<file path="src/verilog/mem_pkg.sv">
package mem_pkg;

	////////////////////////////////////////
	// Sizes
	////////////////////////////////////////

	// Word address and word width on the memory side
	localparam int mem_addr_w = 16;
	localparam int mem_data_w = 16;

	// AXI4-Lite side, byte addressed
	localparam int axil_data_w = 32;
	localparam int axil_addr_w = 17;

	// Bank storage, only the low index bits are kept
	localparam int bank_index_w = 8;
	localparam int bank_depth = 1 << bank_index_w;
	localparam int bank_sel_bit = 15;

	// Bank latency
	localparam int sram_wait_cycles = 2;
	localparam int wait_cnt_w = $clog2(sram_wait_cycles + 1);

	// Action tag width
	localparam int act_w = 4;

	////////////////////////////////////////
	// Fixed values
	////////////////////////////////////////

	localparam logic [mem_addr_w-1:0] status_addr = 16'hBF01;
	// Bit 1 is replaced by the UART flag
	localparam logic [mem_data_w-1:0] status_fixed = 16'hFFFD;
	localparam logic [1:0] axil_resp_okay = 2'b00;

	////////////////////////////////////////
	// Types
	////////////////////////////////////////

	typedef enum logic {
		access_read,
		access_write
	} access_kind_e;

	typedef enum logic [1:0] {
		ctrl_idle,
		ctrl_wait_bank,
		ctrl_reply
	} ctrl_state_e;

	// Port to controller
	typedef struct packed {
		access_kind_e kind;
		logic [mem_addr_w-1:0] addr;
		logic [mem_data_w-1:0] data;
		logic [1:0] be;
	} mem_req_t;

	// Controller to bank
	typedef struct packed {
		access_kind_e kind;
		logic [bank_index_w-1:0] index;
		logic [mem_data_w-1:0] data;
		logic [1:0] be;
		logic [act_w-1:0] tag;
	} bank_cmd_t;

	// Bank to controller
	typedef struct packed {
		logic [act_w-1:0] tag;
		logic [mem_data_w-1:0] data;
	} bank_done_t;

	// Controller to port
	typedef struct packed {
		logic [mem_data_w-1:0] data;
		access_kind_e kind;
	} mem_rsp_t;

endpackage
</file>
<file path="src/verilog/ram_controller.sv">
`timescale 1ns/1ns

module ram_controller (
	input logic clk,
	input logic reset,

	input logic req_valid,
	input mem_pkg::mem_req_t req,
	output logic req_ready,
	output logic rsp_valid,
	output mem_pkg::mem_rsp_t rsp,

	input logic uart_received_data,

	output logic bank1_start,
	output logic bank2_start,
	output mem_pkg::bank_cmd_t bank1_cmd,
	output mem_pkg::bank_cmd_t bank2_cmd,
	input mem_pkg::bank_done_t bank1_done,
	input mem_pkg::bank_done_t bank2_done
);
	import mem_pkg::*;

	ctrl_state_e state;
	logic [act_w-1:0] act_tag;

	// Held for the access in flight
	bank_cmd_t cmd_q;
	access_kind_e kind_q;
	logic bank_sel_q;
	logic [mem_data_w-1:0] rdata_q;

	logic is_status;
	logic [mem_data_w-1:0] status_word;
	logic [act_w-1:0] target_tag;
	logic [act_w-1:0] issue_tag;
	bank_done_t sel_done;
	logic bank_hit;

	// All ones is reserved for the reset value of a bank tag
	function automatic logic [act_w-1:0] next_tag(input logic [act_w-1:0] t);
		logic [act_w-1:0] n;
		n = t + 1'b1;
		if (&n)
			n = '0;
		return n;
	endfunction

	////////////////////////////////////////
	// Decode and tag compare
	////////////////////////////////////////

	always_comb begin
		is_status = (req.addr == status_addr);
		status_word = {status_fixed[mem_data_w-1:2], uart_received_data, status_fixed[0]};
		target_tag = req.addr[bank_sel_bit] ? bank1_done.tag : bank2_done.tag;
		// Skip a tag the bank still shows as done
		issue_tag = (act_tag == target_tag) ? next_tag(act_tag) : act_tag;
		sel_done = bank_sel_q ? bank1_done : bank2_done;
		bank_hit = (sel_done.tag == cmd_q.tag);
	end

	assign req_ready = (state == ctrl_idle);
	assign rsp_valid = (state == ctrl_reply);
	assign rsp = '{data: rdata_q, kind: kind_q};
	assign bank1_cmd = cmd_q;
	assign bank2_cmd = cmd_q;

	////////////////////////////////////////
	// FSM
	////////////////////////////////////////

	always_ff @(posedge clk) begin
		if (reset) begin
			state <= ctrl_idle;
			act_tag <= '0;
			bank1_start <= 1'b0;
			bank2_start <= 1'b0;
		end else begin
			bank1_start <= 1'b0;
			bank2_start <= 1'b0;
			case (state)
				ctrl_idle: begin
					if (req_valid) begin
						if (is_status) begin
							state <= ctrl_reply;
						end else begin
							state <= ctrl_wait_bank;
							bank1_start <= req.addr[bank_sel_bit];
							bank2_start <= !req.addr[bank_sel_bit];
							act_tag <= next_tag(issue_tag);
						end
					end
				end
				ctrl_wait_bank: begin
					if (bank_hit)
						state <= ctrl_reply;
				end
				default: state <= ctrl_idle;
			endcase
		end
	end

	// Access payload
	always_ff @(posedge clk) begin
		if (state == ctrl_idle && req_valid) begin
			kind_q <= req.kind;
			bank_sel_q <= req.addr[bank_sel_bit];
			cmd_q <= '{kind: req.kind, index: req.addr[bank_index_w-1:0],
				data: req.data, be: req.be, tag: issue_tag};
			if (is_status)
				rdata_q <= status_word;
		end else if (state == ctrl_wait_bank && bank_hit) begin
			rdata_q <= sel_done.data;
		end
	end

endmodule

</file>
<file path="config.mk">
export PLATFORM = sky130hd
export DESIGN_NAME = ram_controller
export DESIGN_NICKNAME = d
export VERILOG_FILES = /design/src/verilog/mem_pkg.sv /design/src/verilog/ram_controller.sv
export SDC_FILE = /design/constraint.sdc
export NUM_CORES = 1
export LEC_CHECK = 0
export ABC_AREA = 1
export BUFFER_PORTS_ARGS = -buffer_cell sky130_fd_sc_hd__buf_2
export CELL_PAD_IN_SITES_DETAIL_PLACEMENT = 0
export CELL_PAD_IN_SITES_GLOBAL_PLACEMENT = 1
export CORE_MARGIN = 10
export CORE_UTILIZATION = 28
export CTS_CLUSTER_DIAMETER = 60
export DETAILED_ROUTE_END_ITERATION = 10
export GPL_ROUTABILITY_DRIVEN = 1
export PLACE_DENSITY = 0.86
export SLEW_MARGIN = 20
export SYNTH_ARGS = -nofsm -noshare
export SYNTH_HDL_FRONTEND = slang
export SYNTH_SLANG_ARGS = --single-unit
</file>
<file path="constraint.sdc">
create_clock -name clk -period 3.55 [get_ports clk]
set_input_delay 0.1775 -clock clk [delete_from_list [all_inputs] [get_ports clk]]
set_output_delay 0.1775 -clock clk [all_outputs]
set_load 0.01 [all_outputs]
</file>
After elaboration in Yosys (flattened, before gate mapping)
Index checks and enable logic that the tools add are counted.
Widths: inputs -> output; s select.
{"block": "op_classes", "muxes": 12, "reduce_logical": 11, "add_sub_neg": 2, "bitwise_logic": 3, "n_eq_ne": 8}
{"operator": "$mux 16", "n": 3}
{"operator": "$mux 20", "n": 1}
{"operator": "$eq 16x16->1 const B", "n": 1}
{"operator": "$mux 4", "n": 4}
{"operator": "$add 4x1->4 const B", "n": 2}
{"operator": "$eq 4x4->1", "n": 2}
{"operator": "$reduce_and 4->1", "n": 2}
{"operator": "$mux 2", "n": 3}
{"operator": "$ne 2x2->1 const B", "n": 3}
{"operator": "$pmux 2 s2", "n": 1}
{"operator": "$reduce_and 2->1", "n": 2}
{"operator": "$reduce_or 4->1", "n": 1}
{"operator": "$not 1->1", "n": 3}
{"operator": "$reduce_and 3->1", "n": 1}
{"operator": "$eq 2x1->1 const B", "n": 1}
{"operator": "$eq 2x2->1 const B", "n": 1}
{"operator": "$logic_and 1x1->1", "n": 2}
{"operator": "$logic_not 2->1", "n": 1}
{"operator": "$reduce_bool 2->1", "n": 1}
{"operator": "$logic_not 1->1", "n": 1}
{"block": "word_totals", "inputBits": 79, "elab_cells": 47, "out_inout_bits": 83, "ff_bits": 56}

Longest topological paths before layout
{"block": "logic_depth", "word_depth": 7, "mapped_depth": 15, "ltp_nobuf": 15}

Worst setup path before layout
OpenSTA, ideal clock, no wires.
{"block": "synth_timing", "path_kind": "register -> register", "start": "register state[0]", "end": "register rdata_q[0] (enable)", "period_less_slack_ns": 4.090, "required_time_ns": 3.132, "path_buffers": 0, "stages_incl_launch_ff": 6, "setup_time_ns": 0.418, "arrival_ns": 3.672, "setup_slack_ns": -0.540, "path_cell_list": "dfxtp_1 > nor2_1 > inv_1 > nor2_1 > clkinv_1 > o32ai_1"}
{"block": "synth_via", "elab_chain_len": 4, "elab_cells_between_ends": 7, "classes_between": "2 x eq/ne; 5 x reduce/logical"}
{"item": "from (decl)", "line": "ram_controller.sv:24", "source": "ctrl_state_e state;"}
{"item": "from (signal assigned)", "line": "ram_controller.sv:75", "source": "state <= ctrl_idle;"}
{"item": "from (signal assigned)", "line": "ram_controller.sv:86", "source": "state <= ctrl_reply;"}
{"item": "from (signal assigned)", "line": "ram_controller.sv:88", "source": "state <= ctrl_wait_bank;"}
{"item": "$logic_not 2->1 (*)"}
{"item": "net req_ready", "line": "ram_controller.sv:9", "source": "output logic req_ready,"}
{"item": "$logic_and 1x1->1 (*)", "line": "ram_controller.sv:106", "source": "if (state == ctrl_idle && req_valid) begin"}
{"item": "$ne 2x2->1 (no line) / $reduce_bool 2->1 (equally long branches)"}
{"item": "$reduce_and 2->1 (no line) (*)"}
{"item": "to (signal assigned)", "line": "ram_controller.sv:112", "source": "rdata_q <= status_word;"}
{"item": "to (signal assigned)", "line": "ram_controller.sv:114", "source": "rdata_q <= sel_done.data;"}
{"item": "to (decl)", "line": "ram_controller.sv:31", "source": "logic [mem_data_w-1:0] rdata_q;"}
Mark *: on every way through the listed nets, which the timed path passes. The rest lies on a longest branch.
A chain may end at the register's enable or synchronous reset.

Final worst setup path
{"block": "layout_timing", "start": "register bank_sel_q", "end": "register rdata_q[7] (enable)"}
{"block": "layout_via", "elab_chain_len": 5}
{"item": "from (decl)", "line": "ram_controller.sv:30", "source": "logic bank_sel_q;"}
{"item": "from (signal assigned)", "line": "ram_controller.sv:108", "source": "bank_sel_q <= req.addr[bank_sel_bit];"}
{"item": "$mux 20", "line": "ram_controller.sv:59", "source": "sel_done = bank_sel_q ? bank1_done : bank2_done;"}
{"item": "$eq 4x4->1", "line": "ram_controller.sv:60", "source": "bank_hit = (sel_done.tag == cmd_q.tag);"}
{"item": "$logic_and 1x1->1", "line": "ram_controller.sv:113", "source": "end else if (state == ctrl_wait_bank && bank_hit) begin"}
{"item": "$reduce_bool 2->1 (no line)"}
{"item": "$reduce_and 2->1 (no line)"}
Every way passes these cells.

==> summary.md <==
| Metric | Value |
|---|---|
| Kind of critical path | `reg2reg` |
| Req. time, crit path | `between 3 and 4 ns` |
| TritonCTS Buffers | `5` |
| Switching power | `between 300 and 400 uW` |
| Crit path time final | `approximately 2.5 ns` |
| Crit-path cells | `inv_2 > nand2_1 > nand2_1 > xnor2_1 > nand2_1 > inv_1 > nand2_1 > o32ai_2 > buf_4` |
| Slew Limit Fails | `0` |
| Top cell by count, worst path | `nand2_1` |
| M1 GR Usage | `10.8%` |
| Die W | `~120 um` |
| Pin count of the biggest net entering global routing | `35` |
| Routability cong. | `slightly above 0.8` |
| P&R area growth vs syn | `29.0%` |
| Area of the mapped netlist | `approximately 2800 um^2` |
| Port Buffer Count | `about 160` |
| H-tree levels | `2` |
| Global route hottest layer | `met2` |
| Most used DFF post-synth | `edfxtp_1` |
| Critical path fanouts, max | `22` |
| CP peak stage delay | `0.83 ns` |
| Clock slew at reported path FFs | `~0.1 ns` |
| RSZ-0062 raised after global routing | `no` |
| Maximum VDD drop | `between 100 and 150 uV` |
| Clock Tree Root | `clkbuf_8` |
| Setup bufs post-CTS | `0` |
| Cells after Synth | `slightly below 300` |
| Hold_ws | `0.0435 ns` |
| Die height | `120 um` |
| Drt pass-1 iters | `4` |
| Layout cell share with drive strength beyond 1 | `roughly 45%` |
| Hold_buf cts | `0` |
| Overflow after GRT | `0` |
| CP arrival | `about 2.5 ns` |
| ANT nets after route | `0` |
| First DRT Iteration DRCs | `104` |
| Worst skew pair latency | `0.30 ns` |
| Clock sink count | `56` |
| Final setup violation count | `0` |
| GRT Util Overall | `11.0%` |
| Total Routed Length | `around 8600 um` |
| CP Buf/Inv Count | `3` |
| Number of I/O pins | `around 160` |
| Syn avg cell area | `roughly 9.6 um^2` |
| Fillers | `around 1000` |
| Initial cell density of the core | `28.8%` |
| Number of remaining DRC errors | `0` |
| DR WL/cell | `~15 um` |
| Post-synth EDFFs | `48` |
| Commonest non-fill, non-tap cell in the layout | `buf_2` |
| CTS tree | `yes` |
| Final nets | `~500` |
| Core Area | `~10000 um^2` |
| Sequential share of power | `a little under three fifths` |
| Diode count | `0` |
| Hold WC Path Type | `in2reg` |
| Library cells used by synthesis | `29` |
| Worst Tran Pin Value | `a little over 0.7 ns` |
| Fmax | `between 0.4 and 0.5 GHz` |
| Vias in the first global route | `roughly 2500` |
| Row cnt | `36` |
| Hpwl dp | `a little over 7000 um` |
| Clk_skew | `approximately 0.0035 ns` |
| First-pass GRT wire length | `between 10000 and 15000 um` |
| Vias/cell | `approximately 4.3` |
| DIE AREA | `14500 um^2` |
| Crit path max-delay cell type | `edfxtp_1` |
| Period utilisation layout | `69.8%` |
| Synth Net Count | `374` |
| Share of total power in combinational logic | `19.0%` |
| CTS Buffer Depth | `2` |
| Vias | `2400` |
| Status | `completed` |
| Setup TNS | `0 ns` |
| Clk network pwr share | `between 20% and 30%` |
| Net Sw Frac | `between 20% and 30%` |
| Sequential area share after synthesis | `between 50% and 60%` |
| Int Pwr | `1010 uW` |
| Endpoint class of the critical path | `flop` |
| Top delay family on crit path | `flip-flops` |
| Power per cell area | `386 nW/um^2` |
| Max cap viols | `0` |
| LEAKAGE | `~0.0017 uW` |
| Async S/R FF share, synth | `0%` |
| GR Layer Usage met2 | `around 21%` |
| M3 GR Usage | `roughly 4.6%` |
| CTS resizes | `0` |
| Final Hold Viols | `0` |
| Slew headroom | `51.8%` |
| Syn. warnings | `0` |
| Commonest non-fill, non-tap cells in the layout | `161 x buf_2, 92 x nand2_1, 48 x edfxtp_1` |
| Startpoint Class | `flop` |
| Post-synthesis register bit count | `between 50 and 60` |
| Initial antenna violation count | `0` |
-- synth_stat cells, drive strengths merged (4+ instances only) --
master,count,share of area (%)
nand2,105,16
edfxtp,48,51
buf,35,9.4
nand3,30,5.3
inv,21,3.0
nor2,16,3.0
dfxtp,8,5.7
a21oi,6,1.1
clkbuf,4,0.53
nand4,4,0.89
-- stage by stage --
step / utilization [%] / total power, uW / instance area, um^2 / setup WS, ns / std cells
after floorplan: - / 971 / 2820 / 0.182 / 293
after global placement: 36.2 / 1070 / 3540 / 1.12 / 550
after detailed placement: 36.2 / 1070 / 3540 / 1.01 / 550
after CTS: 37.1 / 1420 / 3630 / 0.998 / 558
after global routing: 37.1 / 1470 / 3630 / 0.748 / 558
final: 37.1 / 1400 / 3630 / 1.07 / 558
-- power by group through the flow --
stage | logic, uW | registers, uW | clock network (uW)
6_report | 266 | 784 | 349
5_1_grt | 299 | 790 | 383
4_1_cts | 273 | 786 | 362
3_5_place_dp | 272 | 801 | 0
3_3_place_gp | 268 | 799 | 0
2_1_floorplan | 162 | 809 | 0
-- logic make-up (layout without fill, tap and decap cells) --
logic type	after synthesis	count (layout)	synth area share [%]
buffers and inverters	61	193	13.0
XOR/XNOR	4	4	1.25
AO/OA/AOI/OAI	12	12	2.49
AND/OR/NAND/NOR	158	158	25.4
flip-flops	56	56	56.9
adder cells (fa/ha/maj)	2	2	0.890
-- sequential cells by signal (all words and copies together), names as in the netlist --
signal       count
bank1_cmd       30
state            2
bank_sel_q       1
bank2_start      1
rdata_q         16
act_tag          4
kind_q           1
bank1_start      1
-- layout make-up --
type	instances	area (um^2)	share of cell area [%]
Multi-Input combinational cell	176	860	23.7
Timing Repair Buffer	163	821	22.6
Tap cell	133	166	4.59
Sequential cell	56	1600	44.2
Inverter	22	87.6	2.41
Clock buffer	5	68.8	1.90
Clock inverter	3	22.5	0.621
-- metal layers --
layer | up-vias | share of wire, %
met3 | 4 | 11
met5 | - | 0
met1 | 1097 | 37
met2 | 106 | 51
met4 | 0 | 0.92
li1 | 1193 | -
-- final timing paths --
check / end / cells past startpoint / from / slack, ns
max: rdata_q[7] / 9 / bank_sel_q / 1.07
min: bank1_cmd[13] / 1 / req[9] / 0.04
max reg2reg: rdata_q[7] / 9 / bank_sel_q / 1.07
min reg2reg: state[0] / 2 / state[0] / 0.60
(Power assumes the default switching activity.)
