==> config.mk <==
export PLATFORM = sky130hd
export DESIGN_NAME = axil_mem_port
export DESIGN_NICKNAME = d
export VERILOG_FILES = /design/src/verilog/mem_pkg.sv /design/src/verilog/axil_mem_port.sv
export SDC_FILE = /design/constraint.sdc
export NUM_CORES = 1
export LEC_CHECK = 0
export ABC_AREA = 1
export BUFFER_PORTS_ARGS = -buffer_cell sky130_fd_sc_hd__buf_2
export CORE_MARGIN = 3
export CORE_UTILIZATION = 35
export DETAILED_ROUTE_END_ITERATION = 10
export PLACE_DENSITY = 0.73
export SLEW_MARGIN = 20
export SYNTH_ARGS = -nofsm -noshare
export SYNTH_HDL_FRONTEND = slang
export SYNTH_SLANG_ARGS = --single-unit
export TNS_END_PERCENT = 1
==> constraint.sdc <==
create_clock -name clk -period 2.4 [get_ports clk]
set_input_delay 0.12 -clock clk [delete_from_list [all_inputs] [get_ports clk]]
set_output_delay 0.12 -clock clk [all_outputs]
set_load 0.05 [all_outputs]
==> src/verilog/mem_pkg.sv <==
package mem_pkg;

	////////////////////////////////////////
	// Sizes
	////////////////////////////////////////

	// Word address and word width on the memory side
	localparam int mem_addr_w = 16;
	localparam int mem_data_w = 16;

	// AXI4-Lite side, byte addressed
	localparam int axil_data_w = 32;
	localparam int axil_addr_w = 17;

	// Bank storage, only the low index bits are kept
	localparam int bank_index_w = 8;
	localparam int bank_depth = 1 << bank_index_w;
	localparam int bank_sel_bit = 15;

	// Bank latency
	localparam int sram_wait_cycles = 2;
	localparam int wait_cnt_w = $clog2(sram_wait_cycles + 1);

	// Action tag width
	localparam int act_w = 4;

	////////////////////////////////////////
	// Fixed values
	////////////////////////////////////////

	localparam logic [mem_addr_w-1:0] status_addr = 16'hBF01;
	// Bit 1 is replaced by the UART flag
	localparam logic [mem_data_w-1:0] status_fixed = 16'hFFFD;
	localparam logic [1:0] axil_resp_okay = 2'b00;

	////////////////////////////////////////
	// Types
	////////////////////////////////////////

	typedef enum logic {
		access_read,
		access_write
	} access_kind_e;

	typedef enum logic [1:0] {
		ctrl_idle,
		ctrl_wait_bank,
		ctrl_reply
	} ctrl_state_e;

	// Port to controller
	typedef struct packed {
		access_kind_e kind;
		logic [mem_addr_w-1:0] addr;
		logic [mem_data_w-1:0] data;
		logic [1:0] be;
	} mem_req_t;

	// Controller to bank
	typedef struct packed {
		access_kind_e kind;
		logic [bank_index_w-1:0] index;
		logic [mem_data_w-1:0] data;
		logic [1:0] be;
		logic [act_w-1:0] tag;
	} bank_cmd_t;

	// Bank to controller
	typedef struct packed {
		logic [act_w-1:0] tag;
		logic [mem_data_w-1:0] data;
	} bank_done_t;

	// Controller to port
	typedef struct packed {
		logic [mem_data_w-1:0] data;
		access_kind_e kind;
	} mem_rsp_t;

endpackage
==> src/verilog/axil_mem_port.sv <==
`timescale 1ns/1ns

module axil_mem_port (
	input logic clk,
	input logic reset,

	// Write address and data
	input logic [mem_pkg::axil_addr_w-1:0] awaddr,
	input logic awvalid,
	output logic awready,
	input logic [mem_pkg::axil_data_w-1:0] wdata,
	input logic [3:0] wstrb,
	input logic wvalid,
	output logic wready,

	// Write response
	output logic [1:0] bresp,
	output logic bvalid,
	input logic bready,

	// Read address and data
	input logic [mem_pkg::axil_addr_w-1:0] araddr,
	input logic arvalid,
	output logic arready,
	output logic [mem_pkg::axil_data_w-1:0] rdata,
	output logic [1:0] rresp,
	output logic rvalid,
	input logic rready,

	// Controller side
	output logic req_valid,
	output mem_pkg::mem_req_t req,
	input logic req_ready,
	input logic rsp_valid,
	input mem_pkg::mem_rsp_t rsp
);
	import mem_pkg::*;

	// High from acceptance until the R or B handshake
	logic busy;
	logic rd_accept;
	logic wr_accept;
	logic [mem_data_w-1:0] rdata_q;

	////////////////////////////////////////
	// Acceptance
	////////////////////////////////////////

	// Read wins, write needs AW and W together
	always_comb begin
		rd_accept = !busy && arvalid;
		wr_accept = !busy && !arvalid && awvalid && wvalid;
	end

	assign arready = rd_accept;
	assign awready = wr_accept;
	assign wready = wr_accept;

	////////////////////////////////////////
	// Control
	////////////////////////////////////////

	always_ff @(posedge clk) begin
		if (reset) begin
			busy <= 1'b0;
			req_valid <= 1'b0;
			rvalid <= 1'b0;
			bvalid <= 1'b0;
		end else begin
			if (rd_accept || wr_accept) begin
				busy <= 1'b1;
				req_valid <= 1'b1;
			end else if (req_valid && req_ready) begin
				req_valid <= 1'b0;
			end

			// Kind of the response picks the channel
			if (rsp_valid) begin
				if (rsp.kind == access_read)
					rvalid <= 1'b1;
				else
					bvalid <= 1'b1;
			end

			// Done only when the master takes it
			if (rvalid && rready) begin
				rvalid <= 1'b0;
				busy <= 1'b0;
			end
			if (bvalid && bready) begin
				bvalid <= 1'b0;
				busy <= 1'b0;
			end
		end
	end

	////////////////////////////////////////
	// Request and read data registers
	////////////////////////////////////////

	always_ff @(posedge clk) begin
		if (rd_accept) begin
			req.kind <= access_read;
			req.addr <= araddr[axil_addr_w-1:1];
			req.data <= '0;
			req.be <= 2'b11;
		end else if (wr_accept) begin
			req.kind <= access_write;
			req.addr <= awaddr[axil_addr_w-1:1];
			req.data <= wdata[mem_data_w-1:0];
			req.be <= wstrb[1:0];
		end

		if (rsp_valid && rsp.kind == access_read)
			rdata_q <= rsp.data;
	end

	// Upper read bits are always zero
	assign rdata = {{(axil_data_w - mem_data_w){1'b0}}, rdata_q};
	assign rresp = axil_resp_okay;
	assign bresp = axil_resp_okay;

endmodule

# Word-level counts from Yosys, hierarchy flattened
# Index checks and enable logic that the tools add are counted.
dict set report word_totals {
  ff_bits 55
  in_bits 96
  output_inout_bits 77
  wordCells 32
}
dict set report classes {
  n_mux 4
  bitwise_logic 1
  n_reduce_logical 18
}
# cell count
set ops {}
lappend ops {{$mux W34} 2}
lappend ops {{$logic_and A1 B1 Y1} 8}
lappend ops {{$reduce_and A2 Y1} 2}
lappend ops {{$reduce_bool A2 Y1} 2}
lappend ops {{$reduce_or A2 Y1} 2}
lappend ops {{$reduce_or A3 Y1} 1}
lappend ops {{$logic_not A1 Y1} 2}
lappend ops {{$mux W1} 2}
lappend ops {{$logic_or A1 B1 Y1} 1}
lappend ops {{$not A1 Y1} 1}

# Depth between registers and ports, before layout
# Gate-level depths: netlist (run 1).
dict set report logic_depth {
  depth_word 6
  ltp_mapped 7
  depth_no_buf 6
}

# Worst setup path before layout (run 1)
# OpenSTA, ideal clock, no wires.
dict set report synth_timing {
  path_kind {register to register}
  startpoint {register busy}
  endpoint {register req[18] (netlist bit) (enable)}
  arrival_time_ns 0.997
  t_required_ns 2.028
  setup_slack_ns 1.032
  stages_incl_launch_ff 5
  path_buffers 1
  period_less_slack_ns 1.368
  path_cell_list {dfxtp_1 -> inv_1 -> nand2_1 -> buf_2 -> nand2_1}
}
dict set report synth_between {
  elab_chain_len 5
  word_cells_on_any_way 6
}
# item line_no
set synth_lines {}
lappend synth_lines {{start: declaration} axil_mem_port.sv:40} ;# logic busy;
lappend synth_lines {{start signal: assignment} axil_mem_port.sv:65} ;# busy <= 1'b0;
lappend synth_lines {{start signal: assignment} axil_mem_port.sv:71} ;# busy <= 1'b1;
lappend synth_lines {{start signal: assignment} axil_mem_port.sv:88} ;# busy <= 1'b0;
lappend synth_lines {{$logic_not A1 Y1 (*)} {axil_mem_port.sv:51, axil_mem_port.sv:52}}
lappend synth_lines {{$logic_and A1 B1 Y1 (3 in a row)} axil_mem_port.sv:52} ;# wr_accept = !busy && !arvalid && awvalid && wvalid;
lappend synth_lines {{$reduce_bool A2 Y1 (no source line) (*)} --}
lappend synth_lines {{end: declaration} axil_mem_port.sv:32} ;# output mem_pkg::mem_req_t req,
# Every way passes the cells marked *; elsewhere a longest branch is shown, timed or not.
# A chain may end at the register's enable or synchronous reset.

# Worst setup path after layout (run 1)
dict set report layout_timing {
  startpoint {register busy}
  endpoint {output arready}
}
dict set report layout_between {
  elab_chain_len 2
}
# item line_no
set layout_lines {}
lappend layout_lines {{$logic_not A1 Y1} axil_mem_port.sv:51} ;# rd_accept = !busy && arvalid;
lappend layout_lines {{$logic_and A1 B1 Y1} axil_mem_port.sv:51}
lappend layout_lines {{end: declaration} axil_mem_port.sv:24} ;# output logic arready,
# No other way between the ends.

==> results of run 1 <==
-- cells in the mapped netlist, types with 2 or more instances --
master,n
inv_2,2
nand2_1,73
edfxtp_1,32
inv_1,7
a21oi_1,18
nand3_1,5
dfxtp_1,23
buf_2,7
buf_4,23
nor2_1,19
nand3b_1,17
-- critical path, delay by kind of cell (launching register included) --
kind | cells | cell delay, ps
buffers and inverters | 3 | 760
DFF | 1 | 350
and+or+nand+nor | 1 | 250
-- area by class of cell --
class / instances / area share
inverters: 10 / 0.01236
flip-flops and latches: 55 / 0.4388
multi-input cells: 157 / 0.2178
repair buffers: 151 / 0.2603
well taps: 77 / 0.02974
clock inverters: 2 / 0.01854
clock buffers: 6 / 0.02240
-- routing by layer --
layer  GRT usage  vias up  share of wire
met5           0        -              0
met3     0.04920        4           0.13
li1            -     1014              -
met4     0.03766        0         0.0053
met2      0.2418      109           0.47
met1      0.1520      877           0.39
-- timing repair --
item,in CTS,in global routing
resized for setup,0,0
hold buffers,14,2
hold endpoints to repair,14,2
-- report_power, final --
part	leakage [nW]	internal (mW)	switching, mW	total [mW]
clock	0.0654	0.417	0.283	0.700
sequential	0.499	1.09	0.0286	1.12
combinational	1.09	0.160	0.499	0.659
-- registers in the layout, summed over array words and instances, names as in the netlist --
register	flops
bvalid	1
req	35
rvalid	1
rdata_q	16
busy	1
req_valid	1
-- path summary, 6_finish.rpt --
kind	endpoint	slack, ps
setup / recovery	arready	630
hold / removal	bvalid	60
hold reg to reg	req[1]	460
setup reg to reg	req[23]	740
-- kinds of logic (layout without fill, tap and decap cells) --
logic type | count (synthesis) | count (layout)
compound gates | 19 | 19
buf+inv | 41 | 169
flops | 55 | 55
other cells | 1 | 20
simple gates | 118 | 118
-- per-stage QoR --
step                std cells  utilization  power [mW]
finish                    458       0.5072       2.475
global route              458       0.5072       2.593
CTS                       456       0.5041       2.501
detailed placement        434       0.4614       1.780
global placement          434       0.4614       1.769
floorplan                 253            -       1.644
==> flow_summary.yaml, run 1 <==
synthesis:
  synth_cells: 234
  synth_seq_area_share: 0.6141
  synthSimpleGateAreaFrac: 0.2303
  synth_ff_type: "edfxtp_1"
  synth.distinct_cells: 19
  ys_seq_elements: 55
  synth_top_family_by_area: "simple AND/OR/NAND/NOR gates"
  yosys.area.top_type: "edfxtp_1"
  syn_avg_cell_area_um2: 9.892
  async_flop_share: 0
  synth_mux_area_frac: 0
  synth_xor_area_frac: 0
  synth_top_area_share: 0.4151
  synthAdderAreaFrac: 0
  synth-edff-count: 32
  yosys_warnings: 0
  syn_area_um2: 2315
  synth_compound_area_frac: 0.04216
  ys_top_cells_by_area: "edfxtp_1 42%, dfxtp_1 20%, nand2_1 12%, buf_4 7.5%, nand3b_1 5.5%"
detailed_routing:
  vias: 2004
  wl_per_cell_um: 11.96
  detail-route-antenna-nets: 0
  drc: 0
  drt_pass1_iterations: 4
  drt-initial-drc-count: 33
  vias_per_cell: 4.376
  wl_um: 5476
clock_network:
  clock_latency_ps: 300
  cts_buffer_depth: 2
  numCtsBuffers: 5
  clock-sinks: 55
  cts_tree: "built"
  htreeDepth: 2
  cts_setup_buffers: 0
  clk_pin_slew_ps: 90
  cts_root_buffer: "clkbuf_8"
timing:
  rsz0062_at_grt: "false"
  tightest_slew_ps: 642.3
  timing.hold.ws_ps: 61.28
  finalSetupTns_ps: 0
  finalHoldViolCount: 0
  setup_slack_ps: 631.9
  timing.fmax_ghz: 0.5656
  drv_slew: 0
  slew_headroom: 0.5708
  setup_violations: 0
  timing.final.crit_share: 0.7367
  fin_skew_ps: 5.410
  fin_crit_ps: 1768
floorplanning:
  die_area_um2: 7626
  die_h_um: 87.33
  pin_count: 173
  rows: 29
  start_util: 0.3625
  core-area_um2: 6386
  dieWidth_um: 87.33
setup_path:
  cpMaxStageDelayCell: "dfxtp_1"
  r2r-start: "busy"
  cp-start-kind: "flip-flop"
  endpoint_kind: "output port"
  startpoint: "busy"
  critPathKind: "flip-flop to output port"
  cp_max_fo: 18
  cp.required_ps: 2280
  path_cells: "inv_1 -> nand2_1 -> inv_2 -> buf_2"
  worst_r2r_path_depth: 3
  cp.arrival_ps: 1650
  cpPeakStageDelay_ps: 350
finish:
  regArea_um2: 1421
  final_cell_mix: "132 x buf_2, 73 x nand2_1, 32 x edfxtp_1"
  area_delta_synth_final_pct: 39.95
  design_area_um2: 3239
  drive_above_1_share: 0.3885
  final_common_cell: "buf_2"
  n_antenna_cell: 0
  multi_input_area_um2: 705.7
  fill_cells: 600
  num-nets-final: 476
place:
  routabilityCongestion: 0.7138
  io_buffers: 132
  post-place-ws_ps: 727.5
  dp_hpwl_um: 3984
  place_area_um2: 2947
power_and_ir_drop:
  ir_worst_vdd_v: 0.0003668
  power_density_nw_per_um2: 763.9
  power.leakage_nw: 1.659
global_route:
  grt_max_degree: 35
  grt_usage: 0.1359
  grt_pass1_wl_um: 8155
  antenna_found_initial: 0
  grt_pass1_vias: 1776
  globalRoute.totalOverflow: 0
worst_hold_path:
  hp-class: "primary input to flip-flop"
  min-delay-start: "rsp_valid"
  holdPathStages: 3
status:
  status: "completed"
run:
  drv_cap: 0
No activity file was read; power rests on OpenSTA's default activity.
==> inputs of run 2 (changes only) <==
PLACE_DENSITY = 0.76   (was 0.73)
clock period = 1.6 ns   (was 2.4 ns; I/O delays follow)
==> run 2 against run 1 <==
  * Global-route usage rose by 0.54 points
  * First-iteration DRC count rose by 76%
  * Register-to-register slack got worse by 350 ps
  * Utilization fell by 0.14 points
  * Final cell count rose by 0.22%
  * Highest routed layer unchanged
==> flow_summary.yaml, run 2 (synthesis results as in run 1) <==
status:
  status: "completed"
power_and_ir_drop:
  power_density_nw_per_um2: 1099
  p_seq_frac: 0.470
  p_int_mw: 2.334
  combPwrFrac: 0.281
  total_power_mw: 3.549
  power.leakage_nw: 1.653
  switchingPower_mw: 1.215
  clkPwrFrac: 0.249
  ir_worst_vdd_v: 0.0005118
  swShare: 0.3422
timing:
  fin_skew_ps: 5.815
  finalSetupTns_ps: 0
  fin_crit_ps: 1433
  tightest_slew_ps: 572.5
  setup_violations: 0
  timing.final.crit_share: 0.8956
  drv_slew: 0
  rsz0062_at_grt: "false"
  finalHoldViolCount: 0
  slew_headroom: 0.6179
  timing.hold.ws_ps: 29.09
  setup_slack_ps: 167.0
  timing.fmax_ghz: 0.6978
setup_path:
  cpPeakStageDelay_ps: 350
  cp.required_ps: 1520
  cp.arrival_ps: 1350
  startpoint: "busy"
  r2r_setup_slack_ps: 390
  cpMaxStageDelayCell: "dfxtp_1"
  setup.worst_path.end: "arready"
  r2r-start: "busy"
  worst_r2r_path_depth: 4
  path_cells: "inv_1 -> nand2_1 -> inv_4 -> buf_2"
  endpoint_kind: "output port"
  r2r_end: "req[22]"
  critPathKind: "flip-flop to output port"
  cp_max_fo: 18
  cp-start-kind: "flip-flop"
clock_network:
  cts_buffer_depth: 2
  cts_root_buffer: "clkbuf_8"
  clock_latency_ps: 300
  cts_tree: "built"
  cts_setup_buffers: 0
  htreeDepth: 2
  clock-sinks: 55
  numCtsBuffers: 5
  clk_pin_slew_ps: 90
finish:
  design_area_um2: 3231
  multi_input_area_um2: 705.7
  top_register: "req"
  area_delta_synth_final_pct: 39.57
  reg.largest.list: "req: 35 flops, rdata_q: 16 flops"
  fill_cells: 606
  drive_above_1_share: 0.3927
  num-nets-final: 478
  regArea_um2: 1421
  final_core_util: 0.5059
  final_common_cell: "buf_2"
  final_cell_mix: "132 x buf_2, 73 x nand2_1, 32 x edfxtp_1"
  n_antenna_cell: 0
  layout.cells.non_filler: 459
  largest_reg_flops: 35
worst_hold_path:
  hp-class: "primary input to flip-flop"
  min-delay-start: "wstrb[0]"
place:
  post-place-ws_ps: 291.1
  routabilityCongestion: 0.6986
  place_area_um2: 2962
  dpl.cell_count: 436
  dp_hpwl_um: 4045
  io_buffers: 132
floorplanning:
  die_area_um2: 7626
  pin_count: 173
  rows: 29
  core-area_um2: 6386
  dieWidth_um: 87.33
  start_util: 0.3625
  die_h_um: 87.33
detailed_routing:
  detail-route-antenna-nets: 0
  vias: 2026
  wl_um: 5557
  vias_per_cell: 4.414
  drc: 0
  wl_per_cell_um: 12.11
  drt-initial-drc-count: 58
  drt_pass1_iterations: 4
global_route:
  antenna_found_initial: 0
  globalRoute.totalOverflow: 0
  grt_usage: 0.1413
  grt_pass1_wl_um: 8500
  grt_max_degree: 35
  grt_pass1_vias: 1860
run:
  drv_cap: 0
run 2: cell count changes in the layout (fill, tap and decap cells not counted):
cell / previous run / this run
clkinvlp_4: 0 / 1
inv_2: 2 / 1
bufinv_16: 2 / 1
clkbuf_1: 1 / 0
buf_4: 3 / 5
inv_4: 1 / 2
run 2: worst min path at each step:
stage                  end  cells after the start  slack, ps
2_1_floorplan   rdata_q[0]                      0        180
6_report            req[0]                      3         30
5_1_grt             req[0]                      3         20
3_3_place_gp    rdata_q[1]                      1        260
3_5_place_dp   rdata_q[14]                      1        260
4_1_cts             req[0]                      3         20
run 2: layout make-up:
cell class / count / share of cell area
sequential: 55 / 0.4400
timing repair buffer: 153 / 0.2657
multi-input combinational: 157 / 0.2184
tap: 77 / 0.02982
clock buffer: 5 / 0.02130
inverter: 10 / 0.01317
clock inverter: 2 / 0.01162
run 2: worst max-delay path: cells and delay by family (launching register included):
kind	cells	cell delay (ps)
flip-flops	1	350
buffers and inverters	3	580
AND/OR/NAND/NOR	1	140
run 2: metal layers:
layer	global-route usage	wire length, µm	share of wire	vias to the layer above
li1	-	-	-	1010
met1	0.1556	2151	0.39	910
met2	0.2610	2743	0.49	104
met3	0.04257	618	0.11	2
met4	0.03766	44	0.0079	0
met5	0	0	0	-
run 2: power groups by stage:
stage                     clock, mW  combinational (mW)  sequential (mW)
after global routing          0.990                1.06             1.68
after global placement            0               0.959             1.70
after detailed placement          0               0.971             1.70
after floorplan                   0               0.346             2.12
after CTS                     0.928                1.00             1.67
final                         0.882               0.997             1.67
run 2: timing repair:
action,in CTS,in global routing
hold endpoints to repair,16,0
resized for setup,0,2
setup endpoints to repair,0,1
hold buffers,16,0
==> inputs of run 3 (changes only) <==
PLACE_DENSITY = 0.73   (was 0.76)
clock period = 1.7 ns   (was 1.6 ns; I/O delays follow)
==> run 3 against run 2 <==
  * Non-clock buffer count is the same
  * Die area unchanged
  * Register-to-register slack gained 120 ps
  * First-iteration DRC count decreased by 26%
==> flow_summary.yaml, run 3 (synthesis results as in run 1) <==
place:
  dp_hpwl_um: 3982
  io_buffers: 132
  place_area_um2: 2962
  routabilityCongestion: 0.7688
detailed_routing:
  detail-route-antenna-nets: 0
  wl_per_cell_um: 12.05
  wl_um: 5544
  vias: 1997
  drt-initial-drc-count: 43
  drc: 0
  drt_pass1_iterations: 4
  vias_per_cell: 4.341
setup_path:
  critPathKind: "flip-flop to output port"
  endpoint_kind: "output port"
  worst_r2r_path_depth: 5
  r2r_setup_slack_ps: 510
  cp.arrival_ps: 1450
  cp.required_ps: 1620
  r2r_end: "req[28]"
  cpMaxStageDelayCell: "dfxtp_1"
  path_cells: "inv_1 -> nand2_1 -> inv_2 -> buf_2"
  cp_max_fo: 18
  cp-start-kind: "flip-flop"
  r2r-start: "busy"
  cpPeakStageDelay_ps: 350
run:
  drv_cap: 0
global_route:
  grt_pass1_vias: 1875
  grt_max_degree: 35
  grt_usage: 0.1444
  globalRoute.totalOverflow: 0
  grt_pass1_wl_um: 8721
  antenna_found_initial: 0
finish:
  design_area_um2: 3207
  largest_reg_flops: 35
  final_cell_mix: "132 x buf_2, 73 x nand2_1, 32 x edfxtp_1"
  final_common_cell: "buf_2"
  regArea_um2: 1421
  n_antenna_cell: 0
  reg.largest.list: "req: 35 flops, rdata_q: 16 flops"
  num-nets-final: 478
  final_core_util: 0.5022
  area_delta_synth_final_pct: 38.54
  top_register: "req"
  multi_input_area_um2: 705.7
  drive_above_1_share: 0.3890
  fill_cells: 624
worst_hold_path:
  hp-class: "primary input to flip-flop"
  whs_endpoint: "req[1]"
  min-delay-start: "wstrb[1]"
  holdPathStages: 3
status:
  status: "completed"
clock_network:
  numCtsBuffers: 5
  cts_buffer_depth: 2
  post_cts_resized: 0
  htreeDepth: 2
  clock-sinks: 55
  cts_root_buffer: "clkbuf_8"
  clk_pin_slew_ps: 90
  cts_tree: "built"
  cts_setup_buffers: 0
  clock_latency_ps: 300
  cts_hold_buffers: 16
floorplanning:
  pin_count: 173
  die_area_um2: 7626
  die_h_um: 87.33
  core-area_um2: 6386
  start_util: 0.3625
  rows: 29
  dieWidth_um: 87.33
timing:
  slew_headroom: 0.6104
  rsz0062_at_grt: "false"
  tightest_slew_ps: 583.8
  fin_crit_ps: 1531
  fin_skew_ps: 2.435
  setup_violations: 0
  timing.final.crit_share: 0.9008
  finalHoldViolCount: 0
  timing.fmax_ghz: 0.6530
  finalSetupTns_ps: 0
  drv_slew: 0
  timing.hold.ws_ps: 28.33
power_and_ir_drop:
  power_density_nw_per_um2: 998.5
  power.leakage_nw: 1.646
  ir_worst_vdd_v: 0.0004456
-- run 3: cell count changes in the layout (fill, tap and decap cells not counted), sizes merged --
| cell | delta |
|---|---|
| clkbuf | +1 |
| bufinv | -1 |
| clkinv | +2 |
| clkinvlp | -1 |
-- run 3: worst max path at each step --
| stage | start | to | slack, ps | cells past startpoint |
|---|---|---|---|---|
| global route | busy | arready | 60 | 4 |
| finish | busy | arready | 170 | 4 |
| CTS | busy | arready | 150 | 4 |
| detailed placement | rsp[0] | rdata_q[14] | 390 | 3 |
| floorplan | busy | req[18] | 330 | 4 |
| global placement | rsp[0] | rdata_q[12] | 410 | 3 |
-- run 3: critical path: cells and delay by family, from the launching register on --
| family | cells | cell delay (ps) |
|---|---|---|
| flops | 1 | 350 |
| buf+inv | 3 | 680 |
| simple gates | 1 | 120 |
-- run 3: routing by layer --
layer | vias up | GRT usage | routed length, µm
li1 | 1012 | - | -
met1 | 875 | 0.1649 | 2169
met2 | 105 | 0.2582 | 2668
met3 | 5 | 0.04920 | 658
met4 | 0 | 0.03347 | 48
met5 | - | 0 | 0
-- run 3: power breakdown --
| group | switching, mW | internal, mW |
|---|---|---|
| Clock | 0.403 | 0.290 |
| Combinational | 0.704 | 0.232 |
| Sequential | 0.0395 | 1.53 |
| Total | 1.15 | 2.06 |
-- run 3: cell type report --
| class | instances | area share |
|---|---|---|
| Sequential cell | 55 | 0.4432 |
| Timing Repair Buffer | 153 | 0.2677 |
| Multi-Input combinational cell | 157 | 0.2201 |
| Tap cell | 77 | 0.03004 |
| Clock buffer | 6 | 0.02263 |
| Inverter | 10 | 0.01249 |
| Clock inverter | 2 | 0.003902 |
-- run 3: through the flow --
step                      cells  setup WS (ps)  total power, mW
final                       460          168.6            3.202
after global placement      436          413.9            2.503
after CTS                   460          147.0            3.245
after floorplan             253          331.8            2.321
after detailed placement    436          388.4            2.517
after global routing        460          61.47            3.372
